==> src/design/board_io_pkg.sv <==
package board_io_pkg;

  localparam int BUTTON_COUNT = 2;

  typedef logic [BUTTON_COUNT-1:0] button_vec_t;   // active low

  localparam button_vec_t BUTTONS_RELEASED = '1;   // idle level of the buttons

  // touch-panel SPI master pins that reach the connector
  typedef struct packed {
    logic sclk;
    logic ss_n;                                    // active low select
  } touch_spi_t;

  // LCD configuration port strobes
  typedef struct packed {
    logic en;                                      // low while config owns the clock pin
    logic scl;
  } lcd_cfg_t;

  localparam logic DCLK_IDLE = 1'b0;               // shared clock pin when nobody drives it

endpackage

==> src/design/video_pkg.sv <==
package video_pkg;

  typedef logic [7:0] color_byte_t;            // one colour component

  typedef struct packed {
    logic blank;                               // as supplied by the source
    logic hs;
    logic vs;
  } video_ctrl_t;

  typedef struct packed {
    color_byte_t red;
    color_byte_t green;
    color_byte_t blue;
    video_ctrl_t ctrl;
  } pixel_t;

  localparam int BYTES_PER_PIXEL = 3;          // 3:1 pixel to byte rate
  localparam int PHASE_WIDTH = $clog2(BYTES_PER_PIXEL);

  typedef logic [PHASE_WIDTH-1:0] phase_t;

  localparam phase_t PHASE_RED   = phase_t'(0);
  localparam phase_t PHASE_GREEN = phase_t'(1);
  localparam phase_t PHASE_BLUE  = phase_t'(BYTES_PER_PIXEL - 1);

  // DAC takes the byte left aligned, low bits tied off
  typedef struct packed {
    color_byte_t level;
    logic [1:0]  frac;
  } vga_dac_t;

endpackage
==> src/design/hsmc_display_top.sv <==
`timescale 1ns/1ps

module hsmc_display_top
  import video_pkg::*;
  import board_io_pkg::*;
#(
  parameter int DEBOUNCE_CYCLES = 50000            // 1 ms at 50 MHz
) (
  input  logic        clk_120,
  input  logic        arst_n,

  // push buttons
  input  button_vec_t buttons,
  output button_vec_t buttons_clean,

  // video streams, one pixel every three clocks
  input  pixel_t      lcd_pixel,
  input  pixel_t      vga_pixel,

  // strobes that share the touch controller clock pin
  input  touch_spi_t  touch_spi,
  input  lcd_cfg_t    lcd_cfg,

  // parallel LCD
  output color_byte_t lcd_data,
  output logic        lcd_den,
  output logic        lcd_hd,
  output logic        lcd_vd,

  // VGA DAC
  output vga_dac_t    vga_data,
  output logic        vga_blank,
  output logic        vga_hs,
  output logic        vga_vs,

  // touch ADC and LCD config
  output logic        adc_cs_n,
  output logic        adc_dclk,
  output logic        scen
);

  localparam int COUNT_WIDTH = (DEBOUNCE_CYCLES > 1) ? $clog2(DEBOUNCE_CYCLES) : 1;

  video_ctrl_t lcd_ctrl;
  video_ctrl_t vga_ctrl;
  color_byte_t vga_byte;

  button_debounce #(
    .DEBOUNCE_CYCLES (DEBOUNCE_CYCLES),
    .COUNT_WIDTH     (COUNT_WIDTH)
  ) u_debounce (
    .clk_120 (clk_120),
    .arst_n  (arst_n),
    .raw     (buttons),
    .clean   (buttons_clean)
  );

  video_byte_serializer u_lcd_serial (
    .clk_120  (clk_120),
    .arst_n   (arst_n),
    .pixel    (lcd_pixel),
    .byte_out (lcd_data),
    .ctrl_out (lcd_ctrl)
  );

  video_byte_serializer u_vga_serial (
    .clk_120  (clk_120),
    .arst_n   (arst_n),
    .pixel    (vga_pixel),
    .byte_out (vga_byte),
    .ctrl_out (vga_ctrl)
  );

  // panel wants low-going syncs
  assign lcd_hd  = ~lcd_ctrl.hs;
  assign lcd_vd  = ~lcd_ctrl.vs;
  assign lcd_den = lcd_ctrl.blank;

  assign vga_data  = '{level: vga_byte, frac: 2'b00};   // byte into bits 9:2
  assign vga_blank = vga_ctrl.blank;
  assign vga_hs    = vga_ctrl.hs;
  assign vga_vs    = vga_ctrl.vs;

  // SPI select wins the clock pin, config port gets it otherwise
  always_comb begin
    if (!touch_spi.ss_n) begin
      adc_dclk = touch_spi.sclk;
    end else if (!lcd_cfg.en) begin
      adc_dclk = lcd_cfg.scl;
    end else begin
      adc_dclk = DCLK_IDLE;
    end
  end

  assign adc_cs_n = touch_spi.ss_n;
  assign scen     = lcd_cfg.en;

endmodule

==> src/design/video_byte_serializer.sv <==
`timescale 1ns/1ps

module video_byte_serializer
  import video_pkg::*;
(
  input  logic        clk_120,
  input  logic        arst_n,
  input  pixel_t      pixel,                       // held three cycles from phase 0
  output color_byte_t byte_out,
  output video_ctrl_t ctrl_out
);

  // red leaves straight from the input, so only the rest is held
  typedef struct packed {
    color_byte_t green;
    color_byte_t blue;
  } held_t;

  phase_t      phase;
  phase_t      phase_next;
  held_t       hold;
  color_byte_t byte_next;
  color_byte_t byte_q;
  video_ctrl_t ctrl_q;
  logic        first;                              // pixel boundary

  assign first      = (phase == PHASE_RED);
  assign phase_next = (phase == PHASE_BLUE) ? PHASE_RED : phase + 1'b1;

  // free running 0, 1, 2 phase count
  always_ff @(posedge clk_120 or negedge arst_n) begin
    if (!arst_n) begin
      phase <= PHASE_RED;
    end else begin
      phase <= phase_next;
    end
  end

  always_ff @(posedge clk_120) begin
    if (first) begin
      hold.green <= pixel.green;
      hold.blue  <= pixel.blue;
    end
  end

  always_comb begin
    unique case (phase)
      PHASE_RED:   byte_next = pixel.red;
      PHASE_GREEN: byte_next = hold.green;
      PHASE_BLUE:  byte_next = hold.blue;
      default:     byte_next = '0;                 // unreachable phase
    endcase
  end

  always_ff @(posedge clk_120 or negedge arst_n) begin
    if (!arst_n) begin
      byte_q <= '0;
      ctrl_q <= '0;
    end else begin
      byte_q <= byte_next;
      if (first) begin
        ctrl_q <= pixel.ctrl;                      // lines up with the red byte
      end
    end
  end

  assign byte_out = byte_q;
  assign ctrl_out = ctrl_q;

endmodule

==> src/design/button_debounce.sv <==
`timescale 1ns/1ps

module button_debounce
  import board_io_pkg::*;
#(
  parameter int DEBOUNCE_CYCLES = 50000,           // stable cycles before output follows
  parameter int COUNT_WIDTH     = 16               // holds DEBOUNCE_CYCLES - 1
) (
  input  logic        clk_120,
  input  logic        arst_n,
  input  button_vec_t raw,                         // straight from the pins
  output button_vec_t clean
);

  localparam logic [COUNT_WIDTH-1:0] COUNT_LAST = COUNT_WIDTH'(DEBOUNCE_CYCLES - 1);

  button_vec_t clean_q;

  assign clean = clean_q;

  // one independent filter per button
  for (genvar b = 0; b < BUTTON_COUNT; b++) begin : g_bit
    logic [COUNT_WIDTH-1:0] count;
    logic                   differs;

    assign differs = raw[b] ^ clean_q[b];          // input wants a new level

    always_ff @(posedge clk_120 or negedge arst_n) begin
      if (!arst_n) begin
        count      <= '0;
        clean_q[b] <= BUTTONS_RELEASED[b];         // released after reset
      end else if (!differs) begin
        count <= '0;                               // stable or bounced back
      end else if (count == COUNT_LAST) begin
        count      <= '0;
        clean_q[b] <= raw[b];                      // held long enough, accept it
      end else begin
        count <= count + 1'b1;
      end
    end
  end : g_bit

endmodule

==> config.mk <==
export PLATFORM = sky130hd
export DESIGN_NAME = hsmc_display_top
export DESIGN_NICKNAME = d
export VERILOG_FILES = /design/src/design/board_io_pkg.sv /design/src/design/video_pkg.sv /design/src/design/hsmc_display_top.sv /design/src/design/video_byte_serializer.sv /design/src/design/button_debounce.sv
export SDC_FILE = /design/constraint.sdc
export NUM_CORES = 1
export LEC_CHECK = 0
export BUFFER_PORTS_ARGS = -buffer_cell sky130_fd_sc_hd__buf_2
export CORE_UTILIZATION = 48
export DETAILED_ROUTE_END_ITERATION = 16
export GPL_ROUTABILITY_DRIVEN = 0
export GPL_TIMING_DRIVEN = 0
export PLACE_DENSITY = 0.87
export SYNTH_ARGS = -nofsm -noshare
export SYNTH_HDL_FRONTEND = slang
export SYNTH_SLANG_ARGS = --single-unit
export TNS_END_PERCENT = 50
==> constraint.sdc <==
create_clock -name clk_120 -period 1.8 [get_ports clk_120]
set_clock_uncertainty 0.15 [all_clocks]
set_input_delay 0.27 -clock clk_120 [delete_from_list [all_inputs] [get_ports clk_120]]
set_output_delay 0.27 -clock clk_120 [all_outputs]
set_load 0.01 [all_outputs]
==> flow_metrics.tcl, run 1 <==
set metrics [dict create \
    vias 2825 \
    utilization_pct 65.2 \
    register_area_sq_um 2460 \
    grt_pass1_wl_mm 13.5 \
    first_pass_iters 4 \
    overflow 0 \
    outcome "completed" \
    path_cells "ha_2 > nand3_1 > nor4_4 > xnor2_1 > nor2_1" \
    place_hpwl_mm 4.75 \
    p_int_mw 2.98 \
    area_growth_pct 31.7 \
    wire_per_inst_um 15.0 \
    tns_ns 0 \
    final_cell_count_no_fill 550 \
    pre_cts_ws_ns -0.333 \
    whs_endpoint "u_lcd_serial.ctrl_out[2]" \
    slew_viol_final 0 \
    power.leakage_nw 2.14 \
    start_util_pct 49.5 \
    cts.clk_slew.worst_paths_ns 0.10 \
    worst_slack_ns 0.0529 \
    die_h_um 91.0 \
    syn_area_per_cell_sq_um 12.6 \
    switching_power_mw 0.992 \
    finalHoldViolations 0 \
    multiInputGateArea_sq_um 1270 \
    synth_cells 301 \
    synth_largest_area_cell "dfrtp_1" \
    ios 91 \
    layout.nets 507 \
    synth_top_cell_area_share_pct 38.1 \
    peakVddDrop_mv 0.912 \
    switching_share_pct 25.0 \
    total_power_mw 3.97 \
    core_sq_um 7690 \
    die_w_um 91.0 \
    drv_cap 0 \
    min_period_ns 1.75 \
    final_antenna_net_count 0 \
    grt_pass1_vias 2943 \
    setup_violations 0 \
    worst-path-max-fanout 4 \
    pwr-share-comb_pct 8.6 \
    r2r_start "u_debounce.g_bit[1].count[0]" \
    wl_mm 8.26 \
    clockPowerShare_pct 33.4 \
    antenna_cells 0 \
    io_buffer_count 88 \
    final_common_cell "buf_2" \
    dp_cells 492 \
    synth_warnings 0 \
    r2r_end "u_debounce.g_bit[1].count[14]" \
    seqPwrFrac_pct 58.0 \
    ys_top_cells_by_area "dfrtp_1, edfxtp_1, xnor2_1" \
    avgViaCountPerCell 5.14 \
    h-tree-depth 3 \
    clkLatencyLatePin_ns 0.36 \
    cts_buffer_depth 2 \
    drc 0 \
    hp-start "lcd_pixel[2]" \
    arrival_ns 1.82 \
    relSlewSlack_pct 51.7 \
    final_area_sq_um 5010 \
    reg2reg_depth 5 \
    worst_pin_slew_ns 0.724 \
    r2r_slack_ns 0.05 \
    grt_use_total_pct 20.8 \
    cts_tree "yes" \
    max_freq_mhz 572 \
    hold_path.class "input pin to flop" \
    initialDrtViolationCount 183 \
    period_share_pct 97.1 \
    cp_slowest_stage_delay_ns 0.41 \
    seq_area_frac_synth_pct 64.8 \
    layout-drive-gt1-share_pct 31.3 \
    cts.sinks 92 \
    die-area_sq_um 8290 \
    yosysUniqueCellTypes 36 \
    p_per_area_nw_per_um2 792 \
    place_area_sq_um 4380 \
    final_cell_mix "buf_2, dfrtp_1, dlygate4sd3_1" \
    holdWs_ns 0.0155 \
    synth_seq_cells 92 \
    row_count 32 \
    worstPathRequired_ns 1.88 \
    cts_buffers 9 \
    critPathCaptureType "flop" \
    holdPathStages 2 \
    cp-start-kind "flop" \
    critPathKind "flop to flop" \
    antenna_found_initial 0 \
    cts_root_buf "clkbuf_8" \
    synth_area_sq_um 3800 \
    grt_start_max_net_pins 61 \
    critPathSlowestCell "dfrtp_1" \
    fill_cells 536 \
]
-- cells in the mapped netlist, drive strengths merged --
cell type   n
dfrtp      58
nor2       38
edfxtp     32
nand2      26
xnor2      24
o21ai      19
mux2i      16
nand3      10
inv         9
nand4       9
nor3        9
buf         8
nor4        7
mux2        6
xor2        5
and3        4
clkbuf      4
nor4bb      4
nor2b       3
dfstp       2
ha          2
nor4b       2
a21oi       1
a31o        1
conb        1
nand3b      1
-- critical path, delay by kind of cell (launching register included) --
family	cells	cell delay (ns)
adders and majority gates	1	0.22
xor gates and xnor gates	1	0.17
and+or+nand+nor	3	0.67
DFF	1	0.41
-- worst max-delay path by stage --
stage / slack, ns / cells past startpoint / end / startpoint
after floorplan: -0.006 / 2 / u_vga_serial.hold[0] / u_vga_serial.phase[1]
after global placement: -0.24 / 2 / u_vga_serial.hold[1] / u_vga_serial.phase[0]
after detailed placement: -0.33 / 2 / u_vga_serial.hold[14] / u_vga_serial.phase[0]
after CTS: 0.07 / 6 / u_debounce.g_bit[1].count[14] / u_debounce.g_bit[1].count[0]
after global routing: -0.06 / 5 / u_debounce.g_bit[1].count[14] / u_debounce.g_bit[1].count[0]
final: 0.05 / 5 / u_debounce.g_bit[1].count[14] / u_debounce.g_bit[1].count[0]
-- cell type report --
class	instances	share of cell area, %
Buffer	12	1.47
Multi-Input combinational cell	189	25.3
Inverter	9	0.674
Tap cell	102	2.55
Clock inverter	7	1.35
Timing Repair Buffer	130	17.0
Sequential cell	92	49.2
Clock buffer	9	2.47
-- kinds of logic (layout without fill, tap and decap cells) --
family	after synthesis	in the layout	synth area share, %
buffers and inverters	21	167	2.83
XOR/XNOR	29	29	6.68
multiplexers	22	22	5.98
AND/OR/NAND/NOR	113	113	16.1
flip-flops	92	92	64.8
adder cells (fa/ha/maj)	2	2	0.658
AO/OA/AOI/OAI	21	21	2.86
other	1	2	0.0986
-- routing by layer --
metal	wire, um	part of all wire (%)	up-vias	global-route usage (%)
met2	4230	51	113	36.2
met4	235	2.8	0	9.13
met5	0	0	-	0
met1	3310	40	1369	25.3
met3	488	5.9	24	3.52
li1	-	-	1319	-
-- power groups by stage --
stage,Sequential (mW),Clock (mW),Combinational (mW)
after detailed placement,2.34,0,0.261
after global placement,2.34,0,0.249
after global routing,2.31,1.42,0.377
after floorplan,2.34,0,0.102
after CTS,2.30,1.33,0.322
final,2.30,1.33,0.342
-- sequential cells by signal, indices dropped and copies added, names as in the netlist --
name	cells
u_vga_serial.ctrl_out	3
u_lcd_serial.byte_out	8
u_debounce.g_bit.count	32
u_lcd_serial.ctrl_out	3
u_vga_serial.phase	2
u_vga_serial.byte_out	8
u_lcd_serial.phase	2
u_vga_serial.hold	16
u_lcd_serial.hold	16
u_debounce.clean	2
-- timing repair --
item | in CTS | in global routing
pin swaps | 0 | 3
hold buffers | 37 | 1
endpoints found under the setup margin | 32 | 20
gates resized for setup | 3 | 3
hold endpoints to repair | 37 | 58
buffers inserted | 0 | 4
Power figures use the tool's default switching activity.
==> run 2: changes to the inputs <==
--- a/config.mk
+++ b/config.mk
@@ -5,12 +5,14 @@
 export SDC_FILE = /design/constraint.sdc
 export NUM_CORES = 1
 export LEC_CHECK = 0
+export ABC_AREA = 1
 export BUFFER_PORTS_ARGS = -buffer_cell sky130_fd_sc_hd__buf_2
 export CORE_UTILIZATION = 48
 export DETAILED_ROUTE_END_ITERATION = 16
 export GPL_ROUTABILITY_DRIVEN = 0
 export GPL_TIMING_DRIVEN = 0
-export PLACE_DENSITY = 0.87
+export PLACE_DENSITY = 0.86
+export SETUP_SLACK_MARGIN = 0.15
 export SYNTH_ARGS = -nofsm -noshare
 export SYNTH_HDL_FRONTEND = slang
 export SYNTH_SLANG_ARGS = --single-unit
==> run 2 against run 1 <==
Area after synthesis grew 3.5%. Critical path depth grew 1. Clock-buffer cell count is the same. Register-to-register slack gained 0.07 ns. Sequential power is essentially flat. Combinational power grew 19%. Global-route usage grew 6.2 points. Routed wire length grew 34%. Total power grew 9.4%. Largest cell class unchanged.
==> flow_metrics.tcl, run 2 <==
set metrics [dict create \
    avgViaCountPerCell 5.26 \
    peakVddDrop_mv 0.690 \
    die_h_um 92.6 \
    finalHoldViolations 0 \
    busiest_layer "met2" \
    max_freq_mhz 597 \
    cp_slowest_stage_delay_ns 0.41 \
    synthTopCellsByCount "nand2_1, nor2_1, dfrtp_1, nand3_1, edfxtp_1" \
    worst_pin_slew_ns 0.767 \
    min_period_ns 1.67 \
    synth_area_sq_um 3940 \
    total_power_mw 4.35 \
    syn_area_per_cell_sq_um 9.90 \
    grt_pass1_wl_mm 17.4 \
    seqPwrFrac_pct 53.1 \
    setup_violations 0 \
    path_buf_inv 0 \
    io_buffer_count 88 \
    cts_buffers 9 \
    die-area_sq_um 8570 \
    path_common_cell "nor2_1" \
    cp-start-kind "flop" \
    p_per_area_nw_per_um2 809 \
    h-tree-depth 3 \
    pwr-share-comb_pct 9.4 \
    wl_mm 11.1 \
    synth.most_common_cell "nand2_1" \
    worst-path-max-fanout 4 \
    synth_seq_cells 92 \
    switching_share_pct 24.6 \
    synth_cells 398 \
    met3_usage_pct 5.50 \
    final_common_cell "nand2_1" \
    synth_fa_ha_area_share_pct 0.635 \
    layout-drive-gt1-share_pct 25.7 \
    clkLatencyLatePin_ns 0.36 \
    p_int_mw 3.28 \
    slew_viol_final 0 \
    synth_compound_area_share_pct 2.92 \
    grtUsageMet1_pct 30.9 \
    largest_reg_flops 32 \
    cts_tree "yes" \
    ys_top_cells_by_area "dfrtp_1, edfxtp_1, nand2_1" \
    period_share_pct 93.0 \
    grt_util_met2_pct 47.7 \
    synth_largest_area_cell "dfrtp_1" \
    hold_path.class "input pin to flop" \
    rsz0062_at_grt "true" \
    dp_cells 589 \
    arrival_ns 1.78 \
    critPathSlowestCell "dfrtp_1" \
    crit_family "simple AND/OR/NAND/NOR gates" \
    wire_per_inst_um 16.7 \
    drv_cap 0 \
    critPathKind "flop to flop" \
    clockPowerShare_pct 37.5 \
    critPathCaptureType "flop" \
    async_flop_share_pct 65.2 \
    initialDrtViolationCount 268 \
    synth_top_family_by_area "simple AND/OR/NAND/NOR gates" \
    antenna_cells 0 \
    final_antenna_net_count 0 \
    ios 91 \
    fill_cells 500 \
    path_cells "ha_2 > nand3_2 > nor2_1 > nand4_1 > nand3_1 > nor2_1" \
    synth_warnings 0 \
    yosysUniqueCellTypes 31 \
    top_register "u_debounce.g_bit.count" \
    drc 0 \
    synth-xor-area-share_pct 3.27 \
    relSlewSlack_pct 48.8 \
    place_hpwl_mm 5.54 \
    worstPathRequired_ns 1.91 \
    grt_pass1_vias 3628 \
    outcome "completed" \
    reg_top3 "u_debounce.g_bit.count: 32 flops, u_lcd_serial.hold: 16 flops, u_vga_serial.hold: 16 flops" \
    cts.clk_slew.worst_paths_ns 0.10 \
    cts_root_buf "clkbuf_8" \
    die_w_um 92.6 \
    antenna_found_initial 0 \
    cts.sinks 92 \
    synth-main-ff-cell "dfrtp_1" \
    seq_area_frac_synth_pct 62.6 \
    cts_buffer_depth 2 \
    final_cell_count_no_fill 663 \
    row_count 32 \
    yosys.area_share.simple_pct 25.1 \
    synth_top_cell_area_share_pct 36.8 \
    final_cell_mix "nand2_1, buf_2, nor2_1" \
    grt_start_max_net_pins 61 \
    overflow 0 \
    synth_edf_count 32 \
    core_sq_um 7850 \
    switching_power_mw 1.07 \
    grt_use_total_pct 27.0 \
    first_pass_iters 5 \
    start_util_pct 50.2 \
    area_growth_pct 36.4 \
    tns_ns 0 \
    layout.nets 620 \
    vias 3485 \
    synthMuxAreaShare_pct 1.14 \
    power.leakage_nw 2.53 \
]
run 2: cell count changes in the layout (fill, tap and decap cells not counted), sizes merged, moves of 6 or more:
cell	delta
nand2	+79
nor2	+35
nand3	+27
inv	+22
xnor2	-19
dlygate4sd3	+16
mux2i	-16
o21ai	-12
nor4	-7
nor3	-6
run 2: final timing paths:
kind / start / end / slack (ns) / depth (start not counted)
worst min-delay path: buttons[0] / u_debounce.clean[0] / 0.02 / 3
worst max-delay path: u_debounce.g_bit[0].count[0] / u_debounce.g_bit[0].count[14] / 0.13 / 6
worst min register to register: u_vga_serial.hold[13] / u_vga_serial.byte_out[5] / 0.32 / 2
worst max register to register: u_debounce.g_bit[0].count[0] / u_debounce.g_bit[0].count[14] / 0.13 / 6
min in group asynchronous: arst_n / u_debounce.g_bit[1].count[4] / 0.37 / 2
max in group asynchronous: arst_n / u_debounce.g_bit[0].count[9] / 0.65 / 2
run 2: per-stage QoR:
step / hold WS, ns / cell area (sq um) / util, % / worst slack (ns)
final: 0.0187 / 5370 / 68.4 / 0.125
after global routing: 0.0399 / 5370 / 68.4 / 0.0678
after CTS: 0.0108 / 5280 / 67.2 / 0.189
after detailed placement: 0.287 / 4510 / 57.5 / -0.0912
after global placement: 0.282 / 4510 / 57.5 / -0.0705
after floorplan: -0.176 / 3940 / - / 0.156
run 2: kinds of logic (layout without fill, tap and decap cells):
family,count (synthesis),count (layout)
and+or+nand+nor,227,227
DFF,92,92
buffers and inverters,39,201
AOI/OAI and AO/OA,20,20
xor gates and xnor gates,13,13
muxes,4,4
adders and majority gates,2,2
other,1,2
run 2: layout make-up:
type | instances | area, sq um | area share (%)
repair buffers | 146 | 1010 | 18.9
inverters | 33 | 124 | 2.31
multi-input cells | 268 | 1370 | 25.5
clock buffers | 9 | 124 | 2.31
clock inverters | 7 | 106 | 1.98
flip-flops and latches | 92 | 2460 | 45.9
well taps | 102 | 128 | 2.38
plain buffers | 6 | 42.5 | 0.792
run 2: per-layer routing:
layer / part of all wire (%) / wire length, um
met4: 3.3 / 364
met3: 7.3 / 804
met1: 35 / 3930
met5: 0 / 0
met2: 54 / 5990
run 2: power by group through the flow:
stage	registers [mW]	logic (mW)	clock network [mW]
final	2.31	0.408	1.63
after global routing	2.31	0.441	1.73
after CTS	2.30	0.356	1.60
after detailed placement	2.34	0.268	0
after global placement	2.33	0.257	0
after floorplan	2.35	0.105	0
run 2: repair_timing:
| item | 4_1_cts | 5_1_grt |
|---|---|---|
| resized for setup | 2 | 11 |
| pin swaps | 0 | 2 |
| endpoints found under the setup margin | 32 | 54 |
| endpoints found under the hold margin | 53 | 58 |
| hold buffers | 53 | 1 |
| buffers inserted | 0 | 4 |
run 2: worst min-delay path: stages:
cell	delay (ns)
buf_2	0.12
nor2_1	0.10
nor2_1	0.05
==> run 3: changes to the inputs <==
--- a/config.mk
+++ b/config.mk
@@ -12,6 +12,7 @@
 export GPL_ROUTABILITY_DRIVEN = 0
 export GPL_TIMING_DRIVEN = 0
 export PLACE_DENSITY = 0.86
+export REMOVE_ABC_BUFFERS = 1
 export SETUP_SLACK_MARGIN = 0.15
 export SYNTH_ARGS = -nofsm -noshare
 export SYNTH_HDL_FRONTEND = slang
==> run 3 against run 2 <==
Worst hold slack got worse by 0.0060 ns. Die area unchanged. First-iteration DRC count decreased by 10%. Critical endpoint is now u_debounce.g_bit[0].count[0]. Largest cell class unchanged. Largest power group unchanged.
==> flow_metrics.tcl, run 3 (synthesis results as in run 2) <==
set metrics [dict create \
    outcome "completed" \
    place_area_sq_um 4470 \
    area_growth_pct 34.4 \
    antenna_found_initial 0 \
    crit_start "u_debounce.g_bit[0].count[0]" \
    core_sq_um 7850 \
    critPathCaptureType "flop" \
    vias 3426 \
    slew_viol_final 0 \
    cts.sinks 92 \
    ios 91 \
    cp_slowest_stage_delay_ns 0.42 \
    wire_per_inst_um 15.7 \
    switching_power_mw 0.993 \
    holdWs_ns 0.0127 \
    layout.nets 610 \
    clkLatencyLatePin_ns 0.36 \
    total_power_mw 4.24 \
    h-tree-depth 3 \
    io_buffer_count 88 \
    top_register "u_debounce.g_bit.count" \
    avgViaCountPerCell 5.25 \
    largest_reg_flops 32 \
    cts_tree "yes" \
    cts_buffers 9 \
    max_freq_mhz 619 \
    relSlewSlack_pct 48.8 \
    reg2reg_depth 6 \
    place_hpwl_mm 5.60 \
    drv_cap 0 \
    final_area_sq_um 5290 \
    die-area_sq_um 8570 \
    wl_mm 10.3 \
    critPathKind "flop to flop" \
    p_int_mw 3.25 \
    overflow 0 \
    start_util_pct 50.2 \
    arrival_ns 1.71 \
    grt_pass1_vias 3545 \
    r2r_end "u_debounce.g_bit[0].count[0]" \
    cts_buffer_depth 2 \
    final_common_cell "nand2_1" \
    dp_cells 583 \
    grt_use_total_pct 25.1 \
    cts_root_buf "clkbuf_8" \
    critPathSlowestCell "dfrtp_1" \
    path_common_cell "nand2_4" \
    final_cell_count_no_fill 653 \
    reg_top3 "u_debounce.g_bit.count: 32 flops, u_lcd_serial.hold: 16 flops, u_vga_serial.hold: 16 flops" \
    p_per_area_nw_per_um2 802 \
    min_period_ns 1.62 \
    worst-path-max-fanout 6 \
    hold_path.class "input pin to flop" \
    power.leakage_nw 2.45 \
    rsz0062_at_grt "true" \
    initialDrtViolationCount 240 \
    worstPathRequired_ns 1.89 \
    seqPwrFrac_pct 54.3 \
    drc 0 \
    clockPowerShare_pct 36.7 \
    path_cells "ha_2 > nand3_4 > nor3_4 > nand2_4 > nand2_4 > nor2_1" \
    row_count 32 \
    pwr-share-comb_pct 9.0 \
    final_cell_mix "nand2_1, buf_2, nor2_1" \
    r2r_slack_ns 0.18 \
    period_share_pct 89.8 \
    finalHoldViolations 0 \
    peakVddDrop_mv 0.672 \
    cp-start-kind "flop" \
    first_pass_iters 5 \
    grt_pass1_wl_mm 16.5 \
    switching_share_pct 23.4 \
    antenna_cells 0 \
    die_w_um 92.6 \
    die_h_um 92.6 \
    setup_violations 0 \
    final_antenna_net_count 0 \
    setup.worst_path.end "u_debounce.g_bit[0].count[0]" \
    cts.clk_slew.worst_paths_ns 0.08 \
    layout-drive-gt1-share_pct 24.7 \
    r2r_start "u_debounce.g_bit[0].count[0]" \
    grt_start_max_net_pins 61 \
    worst_pin_slew_ns 0.767 \
]
-- run 3: worst min path at each step --
| stage | start | endpoint | slack (ns) | cells past startpoint |
|---|---|---|---|---|
| final | lcd_pixel[24] | u_lcd_serial.byte_out[5] | 0.01 | 3 |
| after global routing | lcd_pixel[21] | u_lcd_serial.byte_out[2] | 0.008 | 3 |
| after CTS | vga_pixel[19] | u_vga_serial.byte_out[0] | 0.0004 | 3 |
| after detailed placement | u_vga_serial.hold[10] | u_vga_serial.byte_out[2] | 0.29 | 2 |
| after global placement | u_vga_serial.hold[14] | u_vga_serial.byte_out[6] | 0.28 | 2 |
| after floorplan | arst_n | u_debounce.g_bit[0].count[0] | -0.18 | 0 |
-- run 3: stage by stage --
step | util [%] | setup TNS [ns] | setup slack, ns
6_report | 67.4 | 0 | 0.184
3_5_place_dp | 56.9 | -2.13 | -0.0709
3_3_place_gp | 56.9 | -0.426 | -0.0269
5_1_grt | 67.4 | 0 | 0.0998
2_1_floorplan | - | 0 | 0.156
4_1_cts | 66.4 | 0 | 0.0519
-- run 3: power groups by stage --
stage	registers (mW)	clock network (mW)	logic, mW
4_1_cts	2.30	1.54	0.348
2_1_floorplan	2.35	0	0.0975
5_1_grt	2.31	1.65	0.420
3_3_place_gp	2.33	0	0.249
3_5_place_dp	2.34	0	0.264
6_report	2.31	1.56	0.381
-- run 3: layout make-up --
type | instances | area [sq um]
fill | 533 | 2550
sequential | 92 | 2460
multi-input combinational | 268 | 1370
timing repair buffer | 142 | 978
clock buffer | 10 | 128
tap | 102 | 128
inverter | 33 | 124
clock inverter | 6 | 96.3
-- run 3: routing by layer --
layer  vias to the layer above  track usage, %  routed length, um  part of all wire (%)
li1                       1583               -                  -                     -
met1                      1678            28.3               3860                    38
met2                       141            45.7               5620                    55
met3                        24            4.93                526                   5.1
met4                         0            11.2                253                   2.5
met5                         -               0                  0                     0
-- run 3: worst max-delay path: cells and delay by family, from the launching register on --
family / cells / cell delay [ns]
adders and majority gates: 1 / 0.25
DFF: 1 / 0.42
and+or+nand+nor: 5 / 0.69
-- run 3: timing repair --
item	4_1_cts	5_1_grt
pin swaps	0	1
gates resized for setup	2	12
endpoints found under the hold margin	51	58
gates cloned	0	0
hold buffers	51	1
endpoints found under the setup margin	36	77
buffers inserted	0	2
